<file path="config.mk">
export PLATFORM = sky130hd
export DESIGN_NAME = floor_logic_top
export DESIGN_NICKNAME = d
export VERILOG_FILES = /design/src/elevator_pkg.sv /design/src/car_input_stage.sv /design/src/floor_logic_top.sv /design/src/floor_request_cell.sv /design/src/target_selector.sv
export SDC_FILE = /design/constraint.sdc
export NUM_CORES = 1
export LEC_CHECK = 0
export BUFFER_PORTS_ARGS = -buffer_cell sky130_fd_sc_hd__buf_2
export CORE_MARGIN = 1
export CORE_UTILIZATION = 45
export DETAILED_ROUTE_END_ITERATION = 7
export PLACE_DENSITY = 0.68
export SLEW_MARGIN = 15
export SYNTH_ARGS = -nofsm -noshare
export SYNTH_HDL_FRONTEND = slang
export SYNTH_SLANG_ARGS = --single-unit
</file>
<file path="constraint.sdc">
create_clock -name clock -period 2.75 [get_ports clock]
set_input_delay 0.1375 -clock clock [delete_from_list [all_inputs] [get_ports clock]]
set_output_delay 0.1375 -clock clock [all_outputs]
set_load 0.01 [all_outputs]
</file>
<file path="src/elevator_pkg.sv">
package elevator_pkg;

    //////////////////////////////////////////////////////////////////////
    // Building size
    //////////////////////////////////////////////////////////////////////

    // Floors served by the car, numbered 0 (lowest) upward
    localparam int num_floors = 11;

    // Enough bits to hold any floor number
    localparam int floor_width = 4;

    typedef logic [floor_width-1:0] floor_t;

    // One bit per floor, bit 0 is the lowest floor
    typedef logic [num_floors-1:0] floor_mask_t;

    //////////////////////////////////////////////////////////////////////
    // Shared structures
    //////////////////////////////////////////////////////////////////////

    // Registered view of the car, seen by every cell and the selector
    typedef struct packed {
        floor_t floor;
        logic   moving;
        logic   direction_up;
        // Power on and emergency not pressed
        logic   service_enable;
    } car_status_t;

    // Button presses of a single floor
    typedef struct packed {
        logic call_press;
        logic panel_press;
    } floor_press_t;

    // Request lights of a single floor
    typedef struct packed {
        logic call_light;
        logic panel_light;
    } floor_light_t;

endpackage

</file>
<file path="src/car_input_stage.sv">
module car_input_stage
    import elevator_pkg::*;
(
    input  logic                           clock,
    input  logic                           reset_n,

    // Raw buttons
    input  floor_mask_t                    floor_call_buttons,
    input  floor_mask_t                    panel_buttons,
    input  logic                           door_open_btn,
    input  logic                           door_close_btn,
    input  logic                           emergency_btn,
    input  logic                           power_switch,

    // Car position and motion
    input  floor_t                         current_floor,
    input  logic                           elevator_moving,
    input  logic                           elevator_direction,

    output car_status_t                    status,
    output floor_press_t [num_floors-1:0]  press,
    output logic                           door_open_allowed,
    output logic                           door_close_allowed
);

    floor_mask_t call_q;
    floor_mask_t panel_q;

    //////////////////////////////////////////////////////////////////////
    // Button and status registers
    //////////////////////////////////////////////////////////////////////

    always_ff @(posedge clock or negedge reset_n) begin
        if (!reset_n) begin
            call_q  <= '0;
            panel_q <= '0;
        end else begin
            call_q  <= floor_call_buttons;
            panel_q <= panel_buttons;
        end
    end

    // Service enable is formed here once and shared downstream
    always_ff @(posedge clock or negedge reset_n) begin
        if (!reset_n) begin
            status <= '0;
        end else begin
            status.floor          <= current_floor;
            status.moving         <= elevator_moving;
            status.direction_up   <= elevator_direction;
            status.service_enable <= power_switch && !emergency_btn;
        end
    end

    // Regroup the two masks into one press struct per floor
    always_comb begin
        for (int f = 0; f < num_floors; f++) begin
            press[f].call_press  = call_q[f];
            press[f].panel_press = panel_q[f];
        end
    end

    //////////////////////////////////////////////////////////////////////
    // Door permits
    //////////////////////////////////////////////////////////////////////

    // Only a stopped, powered car may move its doors
    always_ff @(posedge clock or negedge reset_n) begin
        if (!reset_n) begin
            door_open_allowed  <= 1'b0;
            door_close_allowed <= 1'b0;
        end else begin
            door_open_allowed  <= door_open_btn && !elevator_moving && power_switch;
            door_close_allowed <= door_close_btn && !elevator_moving && power_switch;
        end
    end

endmodule

</file>
<file path="src/floor_logic_top.sv">
module floor_logic_top
    import elevator_pkg::*;
(
    input  logic        clock,
    input  logic        reset_n,

    input  floor_mask_t floor_call_buttons,
    input  floor_mask_t panel_buttons,
    input  logic        door_open_btn,
    input  logic        door_close_btn,
    input  logic        emergency_btn,
    input  logic        power_switch,
    input  floor_t      current_floor,
    input  logic        elevator_moving,
    input  logic        elevator_direction,

    output floor_mask_t call_button_lights,
    output floor_mask_t panel_button_lights,
    output floor_t      target_floor,
    output logic        direction_select,
    output logic        activate_elevator,
    output logic        door_open_allowed,
    output logic        door_close_allowed
);

    car_status_t                   status;
    floor_press_t [num_floors-1:0] press;
    floor_light_t [num_floors-1:0] light;

    car_input_stage u_car_input_stage (
        .clock              (clock),
        .reset_n            (reset_n),
        .floor_call_buttons (floor_call_buttons),
        .panel_buttons      (panel_buttons),
        .door_open_btn      (door_open_btn),
        .door_close_btn     (door_close_btn),
        .emergency_btn      (emergency_btn),
        .power_switch       (power_switch),
        .current_floor      (current_floor),
        .elevator_moving    (elevator_moving),
        .elevator_direction (elevator_direction),
        .status             (status),
        .press              (press),
        .door_open_allowed  (door_open_allowed),
        .door_close_allowed (door_close_allowed)
    );

    // One request cell per floor
    for (genvar i = 0; i < num_floors; i++) begin : g_floor
        floor_request_cell #(
            .floor_index (floor_t'(i))
        ) u_floor_request_cell (
            .clock   (clock),
            .reset_n (reset_n),
            .status  (status),
            .press   (press[i]),
            .light   (light[i])
        );

        assign call_button_lights[i]  = light[i].call_light;
        assign panel_button_lights[i] = light[i].panel_light;
    end

    target_selector u_target_selector (
        .clock             (clock),
        .reset_n           (reset_n),
        .status            (status),
        .light             (light),
        .target_floor      (target_floor),
        .direction_select  (direction_select),
        .activate_elevator (activate_elevator)
    );

endmodule

</file>
<file path="src/floor_request_cell.sv">
module floor_request_cell
    import elevator_pkg::*;
#(
    parameter floor_t floor_index = '0
) (
    input  logic         clock,
    input  logic         reset_n,
    input  car_status_t  status,
    input  floor_press_t press,
    output floor_light_t light
);

    logic at_floor;
    logic stopped_here;

    assign at_floor     = (status.floor == floor_index);
    assign stopped_here = at_floor && !status.moving;

    //////////////////////////////////////////////////////////////////////
    // Request lights
    //////////////////////////////////////////////////////////////////////

    // Lights freeze while service is off
    always_ff @(posedge clock or negedge reset_n) begin
        if (!reset_n) begin
            light <= '0;
        end else if (status.service_enable) begin
            if (stopped_here) begin
                // Car is serving this floor, drop both requests
                light <= '0;
            end else if (!at_floor) begin
                if (press.call_press) begin
                    light.call_light <= 1'b1;
                end
                if (press.panel_press) begin
                    light.panel_light <= 1'b1;
                end
            end
        end
    end

    //////////////////////////////////////////////////////////////////////
    // Checks
    //////////////////////////////////////////////////////////////////////

    // A press at the car's own floor is never latched
    assert property (@(posedge clock) disable iff (!reset_n)
        at_floor |=> !$rose(light.call_light) && !$rose(light.panel_light))
    else $error("floor %0d: light rose while car at this floor", floor_index);

endmodule

</file>
<file path="src/target_selector.sv">
module target_selector
    import elevator_pkg::*;
(
    input  logic                           clock,
    input  logic                           reset_n,
    input  car_status_t                    status,
    input  floor_light_t [num_floors-1:0]  light,
    output floor_t                         target_floor,
    output logic                           direction_select,
    output logic                           activate_elevator
);

    floor_mask_t pending;
    logic        found_above;
    logic        found_below;
    floor_t      nearest_above;
    floor_t      nearest_below;
    floor_t      next_floor;
    logic        load_target;
    logic        direction_q;

    // A floor is pending if either of its lights is on
    always_comb begin
        for (int f = 0; f < num_floors; f++) begin
            pending[f] = light[f].call_light || light[f].panel_light;
        end
    end

    //////////////////////////////////////////////////////////////////////
    // Nearest pending floor on each side of the car
    //////////////////////////////////////////////////////////////////////

    // Scan downward so the last hit is the lowest floor above the car
    always_comb begin
        found_above   = 1'b0;
        nearest_above = status.floor;
        for (int f = num_floors - 1; f >= 0; f--) begin
            if (pending[f] && (floor_t'(f) > status.floor)) begin
                found_above   = 1'b1;
                nearest_above = floor_t'(f);
            end
        end
    end

    // Scan upward so the last hit is the highest floor below the car
    always_comb begin
        found_below   = 1'b0;
        nearest_below = status.floor;
        for (int f = 0; f < num_floors; f++) begin
            if (pending[f] && (floor_t'(f) < status.floor)) begin
                found_below   = 1'b1;
                nearest_below = floor_t'(f);
            end
        end
    end

    // Current direction of travel is tried first
    always_comb begin
        next_floor = status.floor;
        if (status.direction_up) begin
            if (found_above) begin
                next_floor = nearest_above;
            end else if (found_below) begin
                next_floor = nearest_below;
            end
        end else begin
            if (found_below) begin
                next_floor = nearest_below;
            end else if (found_above) begin
                next_floor = nearest_above;
            end
        end
    end

    //////////////////////////////////////////////////////////////////////
    // Target register
    //////////////////////////////////////////////////////////////////////

    // A new choice is taken only once the old target has been reached
    assign load_target = !status.moving && (target_floor == status.floor);

    always_ff @(posedge clock or negedge reset_n) begin
        if (!reset_n) begin
            target_floor <= '0;
        end else if (load_target) begin
            target_floor <= next_floor;
        end
    end

    //////////////////////////////////////////////////////////////////////
    // Drive toward the target
    //////////////////////////////////////////////////////////////////////

    assign activate_elevator = status.service_enable && !status.moving &&
                               (target_floor != status.floor);

    // Direction holds its last value when target and car agree
    always_comb begin
        if (target_floor > status.floor) begin
            direction_select = 1'b1;
        end else if (target_floor < status.floor) begin
            direction_select = 1'b0;
        end else begin
            direction_select = direction_q;
        end
    end

    always_ff @(posedge clock or negedge reset_n) begin
        if (!reset_n) begin
            direction_q <= 1'b1;
        end else begin
            direction_q <= direction_select;
        end
    end

    // Checks
    assert property (@(posedge clock) disable iff (!reset_n)
        target_floor < floor_t'(num_floors))
    else $error("target_floor %0d out of range", target_floor);

    assert property (@(posedge clock) disable iff (!reset_n)
        activate_elevator |-> (target_floor != status.floor))
    else $error("activate with target equal to car floor %0d", status.floor);

endmodule

</file>
# After elaboration in Yosys (flattened, before gate mapping)
# Index checks and enable logic that the tools add are counted.
# totals
elab_cells	274
register_bits	58
out_inout_bits	30
# op_classes
eq_ne	23
muxes	95
n_lt_le_gt_ge	24
n_reduce_logical	100
# ops
cell	n
$mux W4	27
$reduce_and A3 Y1	22
$mux W1	46
$mux W2	22
$reduce_bool A2 Y1	22
$logic_and A1 B1 Y1	41
$ne A2 B2 Y1 const B	11
$eq A4 B3 Y1 const B	4
$gt A3 B4 Y1 const A	4
$lt A3 B4 Y1 const A	4
$eq A4 B4 Y1 const B	3
$gt A4 B4 Y1 const A	3
$lt A4 B4 Y1 const A	3
$logic_or A1 B1 Y1	11
$eq A4 B2 Y1 const B	2
$gt A1 B4 Y1 const A	2
$gt A2 B4 Y1 const A	2
$lt A1 B4 Y1 const A	2
$lt A2 B4 Y1 const A	2
$eq A4 B1 Y1 const B	1
$eq A4 B4 Y1	1
$gt A4 B4 Y1	1
$logic_not A4 Y1	1
$lt A4 B4 Y1	1
2 further kinds	4

# Logic depth before layout (Yosys ltp)
# depth
depth_word	16
depth_mapped	10
depth_no_buf	7

# Hierarchy
# From an unflattened synthesis, not the netlist that was laid out.
# unflattened
hier_cells	259
area_unflattened_um2	2920.3
# by_module_without_submodules
module	instances	area_each_um2	cells_per_inst
target_selector	1	1018.5	137
car_input_stage	1	799.5	34
floor_request_cell at g_floor[0].u_floor_request_cell ...	6	96.3	8
floor_request_cell at g_floor[1].u_floor_request_cell ...	4	107.6	8
floor_request_cell at g_floor[7].u_floor_request_cell	1	93.8	8

# Worst setup path after synthesis
# Ideal clock, no wire load.
# synth_timing
path_kind	register to register
from	reg u_car_input_stage.status[4] (netlist name)
to	reg u_target_selector.target_floor[0]
slack_ps	491
stages_incl_launch_ff	11
setup_time_ps	120
arrival_ps	2139
required_time_ps	2630
path_buffers	3
path_cell_list	dfrtp_1 > buf_2 > buf_2 > inv_1 > ha_1 > nand4_1 > or2_2 > buf_1 > nand2_1 > o2111ai_1 > o211a_1
# synth_via
elab_chain_cells	16
elab_cells_between_ends	95
classes_between	22 x order compare; 1 x eq/ne; 49 x mux; 23 x reduce/logical
# synth_lines
item	line	rtl
$gt A4 B4 Y1 or $lt A1 B4 Y1 (tied branches)	target_selector.sv:38, target_selector.sv:50	
$logic_and A1 B1 Y1 (on tied branches)	target_selector.sv:38, target_selector.sv:50	
$mux W4 (tied with other cells) (11 in series)	target_selector.sv:38	if (pending[f] && (floor_t'(f) > status.floor)) begin
$mux W4 (on tied branches)	target_selector.sv:69, target_selector.sv:63	
$mux W4 (on tied branches)	target_selector.sv:67, target_selector.sv:61	
$mux W4	target_selector.sv:60	if (status.direction_up) begin
end signal, assigned	target_selector.sv:86	target_floor <= next_floor;
end, declared	target_selector.sv:8	output floor_t target_floor,
# Several ways; a longest one is shown, not always the timed one.
# A chain may end at the register's enable or synchronous reset.

# Worst setup path in the final report
# layout_timing
from	reg u_car_input_stage.status[5] (netlist name)
to	reg u_target_selector.target_floor[1]
# layout_via
elab_chain_cells	16
elab_cells_between_ends	95
classes_between	22 x order compare; 1 x eq/ne; 49 x mux; 23 x reduce/logical
# layout_lines
item	line
$gt A4 B4 Y1 or $lt A1 B4 Y1 (tied branches)	target_selector.sv:38, target_selector.sv:50
$logic_and A1 B1 Y1 (on tied branches)	target_selector.sv:38, target_selector.sv:50
$mux W4 (tied with other cells) (11 in series)	target_selector.sv:38
$mux W4 (on tied branches)	target_selector.sv:69, target_selector.sv:63
$mux W4 (on tied branches)	target_selector.sv:67, target_selector.sv:61
$mux W4	target_selector.sv:60
# Several ways; a longest one is shown, not always the timed one.

==> report_table.html <==
<table>
<tr><th>Metric</th><th>Value</th></tr>
<tr><th colspan="2">GRT</th></tr>
<tr><td>Largest net degree at the start of global routing</td><td>50</td></tr>
<tr><td>Antenna violations before repair</td><td>0</td></tr>
<tr><td>First-pass GRT wire length</td><td>11600 um</td></tr>
<tr><td>GR Util All Layers</td><td>24.8%</td></tr>
<tr><td>Total congestion overflow after global routing</td><td>0</td></tr>
<tr><td>Vias in the first global route</td><td>2361</td></tr>
<tr><th colspan="2">Cells and area</th></tr>
<tr><td>Multi-input gate area</td><td>1180 um^2</td></tr>
<tr><td>Count of nets after finishing</td><td>416</td></tr>
<tr><td>Share of cells above drive strength 1</td><td>25.8%</td></tr>
<tr><td>Area taken by flip-flops and latches</td><td>1450 um^2</td></tr>
<tr><td>Area growth syn-to-layout</td><td>34.8%</td></tr>
<tr><td>Number of fill cells</td><td>479</td></tr>
<tr><td>Count of antenna diodes in the layout</td><td>0</td></tr>
<tr><th colspan="2">Route</th></tr>
<tr><td>Avg WL per Cell</td><td>15.5 um</td></tr>
<tr><td>Count of vias placed by the detailed router</td><td>2519</td></tr>
<tr><td>Remaining routing DRC violations</td><td>0</td></tr>
<tr><td>Final ANT Viol Nets</td><td>0</td></tr>
<tr><td>Routed WL</td><td>7070 um</td></tr>
<tr><td>Number of DRC markers after the initial detailed-route iteration</td><td>203</td></tr>
<tr><td>Drt first pass iters</td><td>5</td></tr>
<tr><td>Vias per cell</td><td>5.54</td></tr>
<tr><th colspan="2">Setup path</th></tr>
<tr><td>Worst endpoint required time</td><td>2.97 ns</td></tr>
<tr><td>Crit-path max FO</td><td>17</td></tr>
<tr><td>Data arrival, critical path</td><td>2.79 ns</td></tr>
<tr><td>Kind of end point of the critical path</td><td>flip-flop</td></tr>
<tr><td>Crit start category</td><td>flip-flop</td></tr>
<tr><td>Worst setup path class</td><td>flip-flop to flip-flop</td></tr>
<tr><th colspan="2">Logic synthesis</th></tr>
<tr><td>Netlist cell types</td><td>54</td></tr>
<tr><td>Top cell type by total area after synthesis</td><td>sky130_fd_sc_hd__dfrtp_1</td></tr>
<tr><td>Post-Syn Area</td><td>2720 um^2</td></tr>
<tr><td>Part of the Yosys area used for sequential elements</td><td>53.5%</td></tr>
<tr><td>Mean area per synthesized cell</td><td>9.78 um^2</td></tr>
<tr><td>Syn Inst Count</td><td>278</td></tr>
<tr><td>Synth Register Bits</td><td>58</td></tr>
<tr><td>Top cells by area, synth</td><td>sky130_fd_sc_hd__dfrtp_1 (52%), sky130_fd_sc_hd__nor2_1 (6.1%), sky130_fd_sc_hd__a21oi_1 (4.2%)</td></tr>
<tr><td>Share of synthesized flip-flops with an asynchronous set or reset</td><td>100%</td></tr>
<tr><td>Synth Warn #</td><td>0</td></tr>
<tr><td>Top cell type's share of synthesized area</td><td>52.5%</td></tr>
<tr><td>Synth cell count leaders</td><td>sky130_fd_sc_hd__dfrtp_1 (57), sky130_fd_sc_hd__nor2_1 (44), sky130_fd_sc_hd__nand2_1 (27)</td></tr>
<tr><td>Count of flip-flops with a built-in enable after synthesis</td><td>0</td></tr>
<tr><td>Most frequently used flop master after synthesis</td><td>sky130_fd_sc_hd__dfrtp_1</td></tr>
<tr><td>Number of nets in the synthesized netlist</td><td>316</td></tr>
<tr><td>Most frequently used cell type in the post-synthesis netlist</td><td>sky130_fd_sc_hd__dfrtp_1</td></tr>
<tr><th colspan="2">Floorplan</th></tr>
<tr><td>Die Wd</td><td>79.7 um</td></tr>
<tr><td>Floorplan Core Area</td><td>5680 um^2</td></tr>
<tr><td>Total die area</td><td>6350 um^2</td></tr>
<tr><td>Row cnt</td><td>27</td></tr>
<tr><td>Ports</td><td>64</td></tr>
<tr><td>Effective utilization at floorplan</td><td>47.9%</td></tr>
<tr><td>Y dimension of the die</td><td>79.7 um</td></tr>
<tr><th colspan="2">Placement</th></tr>
<tr><td>Post-DP HPWL</td><td>4860 um</td></tr>
<tr><td>RD Place Congestion</td><td>0.938</td></tr>
<tr><td>IO buf count</td><td>63</td></tr>
<tr><td>Setup slack after placement</td><td>0.240 ns</td></tr>
<tr><th colspan="2">Clock network</th></tr>
<tr><td>Number of clock buffers inserted by TritonCTS</td><td>9</td></tr>
<tr><td>Clock slew seen by the registers of the worst setup and hold paths</td><td>0.07 ns</td></tr>
<tr><td>Clock tree from TritonCTS</td><td>yes</td></tr>
<tr><td>Maximum clock path buffer count</td><td>2</td></tr>
<tr><td>H-tree lvl count</td><td>3</td></tr>
<tr><td>CTS Sinks</td><td>58</td></tr>
<tr><td>Buffer cell driving the clock tree root</td><td>sky130_fd_sc_hd__clkbuf_8</td></tr>
<tr><td>Clk Latency, worst-skew pair</td><td>0.35 ns</td></tr>
<tr><td>Number of resized instances in the post-cts repair step</td><td>0</td></tr>
<tr><th colspan="2">Timing</th></tr>
<tr><td>Least-Margin Pin Slew</td><td>0.757 ns</td></tr>
<tr><td>Total setup violations reported at the end of the flow</td><td>0</td></tr>
<tr><td>Worst hold slack across all endpoints</td><td>0.0468 ns</td></tr>
<tr><td>Setup repair after global routing missed its margin</td><td>false</td></tr>
<tr><td>Final hold violation count</td><td>0</td></tr>
<tr><td>Clock skew after layout</td><td>0.0110 ns</td></tr>
<tr><td>Final slew viol count</td><td>0</td></tr>
<tr><td>PnR worst setup slack</td><td>0.180 ns</td></tr>
<tr><td>Period minus WS final</td><td>2.57 ns</td></tr>
<tr><td>Upper clock frequency limit</td><td>389 MHz</td></tr>
<tr><td>Period utilisation layout</td><td>93.5%</td></tr>
<tr><td>Post-Route Setup TNS</td><td>0 ns</td></tr>
<tr><td>Max-Slew Margin vs Limit</td><td>49.6%</td></tr>
<tr><th colspan="2">Power</th></tr>
<tr><td>Worst IR drop on VDD</td><td>0.471 mV</td></tr>
<tr><td>Leakage</td><td>1.62 nW</td></tr>
<tr><td>Cell area power density</td><td>621 nW/um^2</td></tr>
<tr><th colspan="2">Job</th></tr>
<tr><td>Maxcap violations</td><td>0</td></tr>
<tr><th colspan="2">Status</th></tr>
<tr><td>Run status</td><td>complete, no violations</td></tr>
<tr><th colspan="2">Worst hold path</th></tr>
<tr><td>Kind of path behind the tightest hold check</td><td>input pin to flip-flop</td></tr>
</table>
placed cells by master (no fill, tap or decap), drive strengths merged, types with 3 or more instances in the layout:
cell	count
nand2b	5
inv	5
o221ai	3
nand3	3
a31oi	12
o21a	4
a21oi	24
o21ai	24
dfrtp	57
nor2	45
nor2b	4
ha	4
a211oi	3
nor3	4
nand2	27
clkbuf	12
dlygate4sd3	30
buf	73
o211ai	3
kinds of logic after synthesis:
family                   count (synthesis)  share of synthesized area [%]
flip-flops                              58                           53.5
AND/OR/NAND/NOR                        100                           17.4
buffers and inverters                   19                           3.18
AO/OA/AOI/OAI                           97                           24.2
adder cells (fa/ha/maj)                  4                           1.84
per-layer routing:
layer | GRT usage [%] | share of wire, %
met1 | 32.4 | 46
met2 | 38.6 | 47
met3 | 7.20 | 5.4
met4 | 9.82 | 1.9
met5 | 0 | 0
timing repair:
action,CTS,global route
hold buffers,29,1
setup buffers,0,0
endpoints found under the hold margin,29,46
sequential cells by signal, indices dropped and copies added, names as in the netlist:
signal,cells
g_floor.u_floor_request_cell.light,22
u_car_input_stage.call_q,11
u_car_input_stage.door_close_allowed,1
u_car_input_stage.door_open_allowed,1
u_car_input_stage.panel_q,11
u_car_input_stage.status,7
u_target_selector.direction_q,1
u_target_selector.target_floor,4
path summary, 6_finish.rpt:
kind / endpoint / start / cells past startpoint / slack [ns]
max in group asynchronous: g_floor[9].u_floor_request_cell.light[1]$_DFFE_PN0P_ / reset_n / 3 / 1.84
hold / removal: u_car_input_stage.door_close_allowed$_DFF_PN0_ / door_close_btn / 2 / 0.05
hold reg to reg: u_target_selector.direction_q$_DFF_PN1_ / u_target_selector.direction_q$_DFF_PN1_ / 2 / 0.50
setup / recovery: u_target_selector.target_floor[1]$_DFFE_PN0P_ / u_car_input_stage.status[5]$_DFF_PN0_ / 6 / 0.18
setup reg to reg: u_target_selector.target_floor[1]$_DFFE_PN0P_ / u_car_input_stage.status[5]$_DFF_PN0_ / 6 / 0.18
min in group asynchronous: u_target_selector.target_floor[2]$_DFFE_PN0P_ / reset_n / 2 / 0.34
where the power goes:
part | switching, W | internal, W
combinational | 0.000201 | 0.000182
clock | 0.000344 | 0.000560
sequential | 0.0000642 | 0.000924
worst max-delay path, cell delays in order (launching register included):
cell and delay [ns]:
sky130_fd_sc_hd__dfrtp_1 0.61, sky130_fd_sc_hd__nor2_2 0.31, sky130_fd_sc_hd__o32ai_1 0.17, sky130_fd_sc_hd__or4b_1 0.68, sky130_fd_sc_hd__nand2b_4 0.21, sky130_fd_sc_hd__a2111oi_4 0.34
sky130_fd_sc_hd__o41ai_1 0.13
cell type report:
type | instances | share of cell area [%]
Clock buffer | 12 | 4.24
Clock inverter | 4 | 2.02
Inverter | 5 | 0.512
Multi-Input combinational cell | 201 | 32.2
Sequential cell | 58 | 39.7
Tap cell | 72 | 2.46
Timing Repair Buffer | 103 | 18.9
through the flow:
stage	std cells	area [um^2]	utilization (%)	power [W]
finish	455	3660	64.5	0.00227
global route	455	3660	64.5	0.00239
CTS	454	3650	64.3	0.00229
detailed placement	409	3130	55.2	0.00135
global placement	409	3130	55.2	0.00134
floorplan	278	2720	-	0.00120
Power figures use the tool's default switching activity.
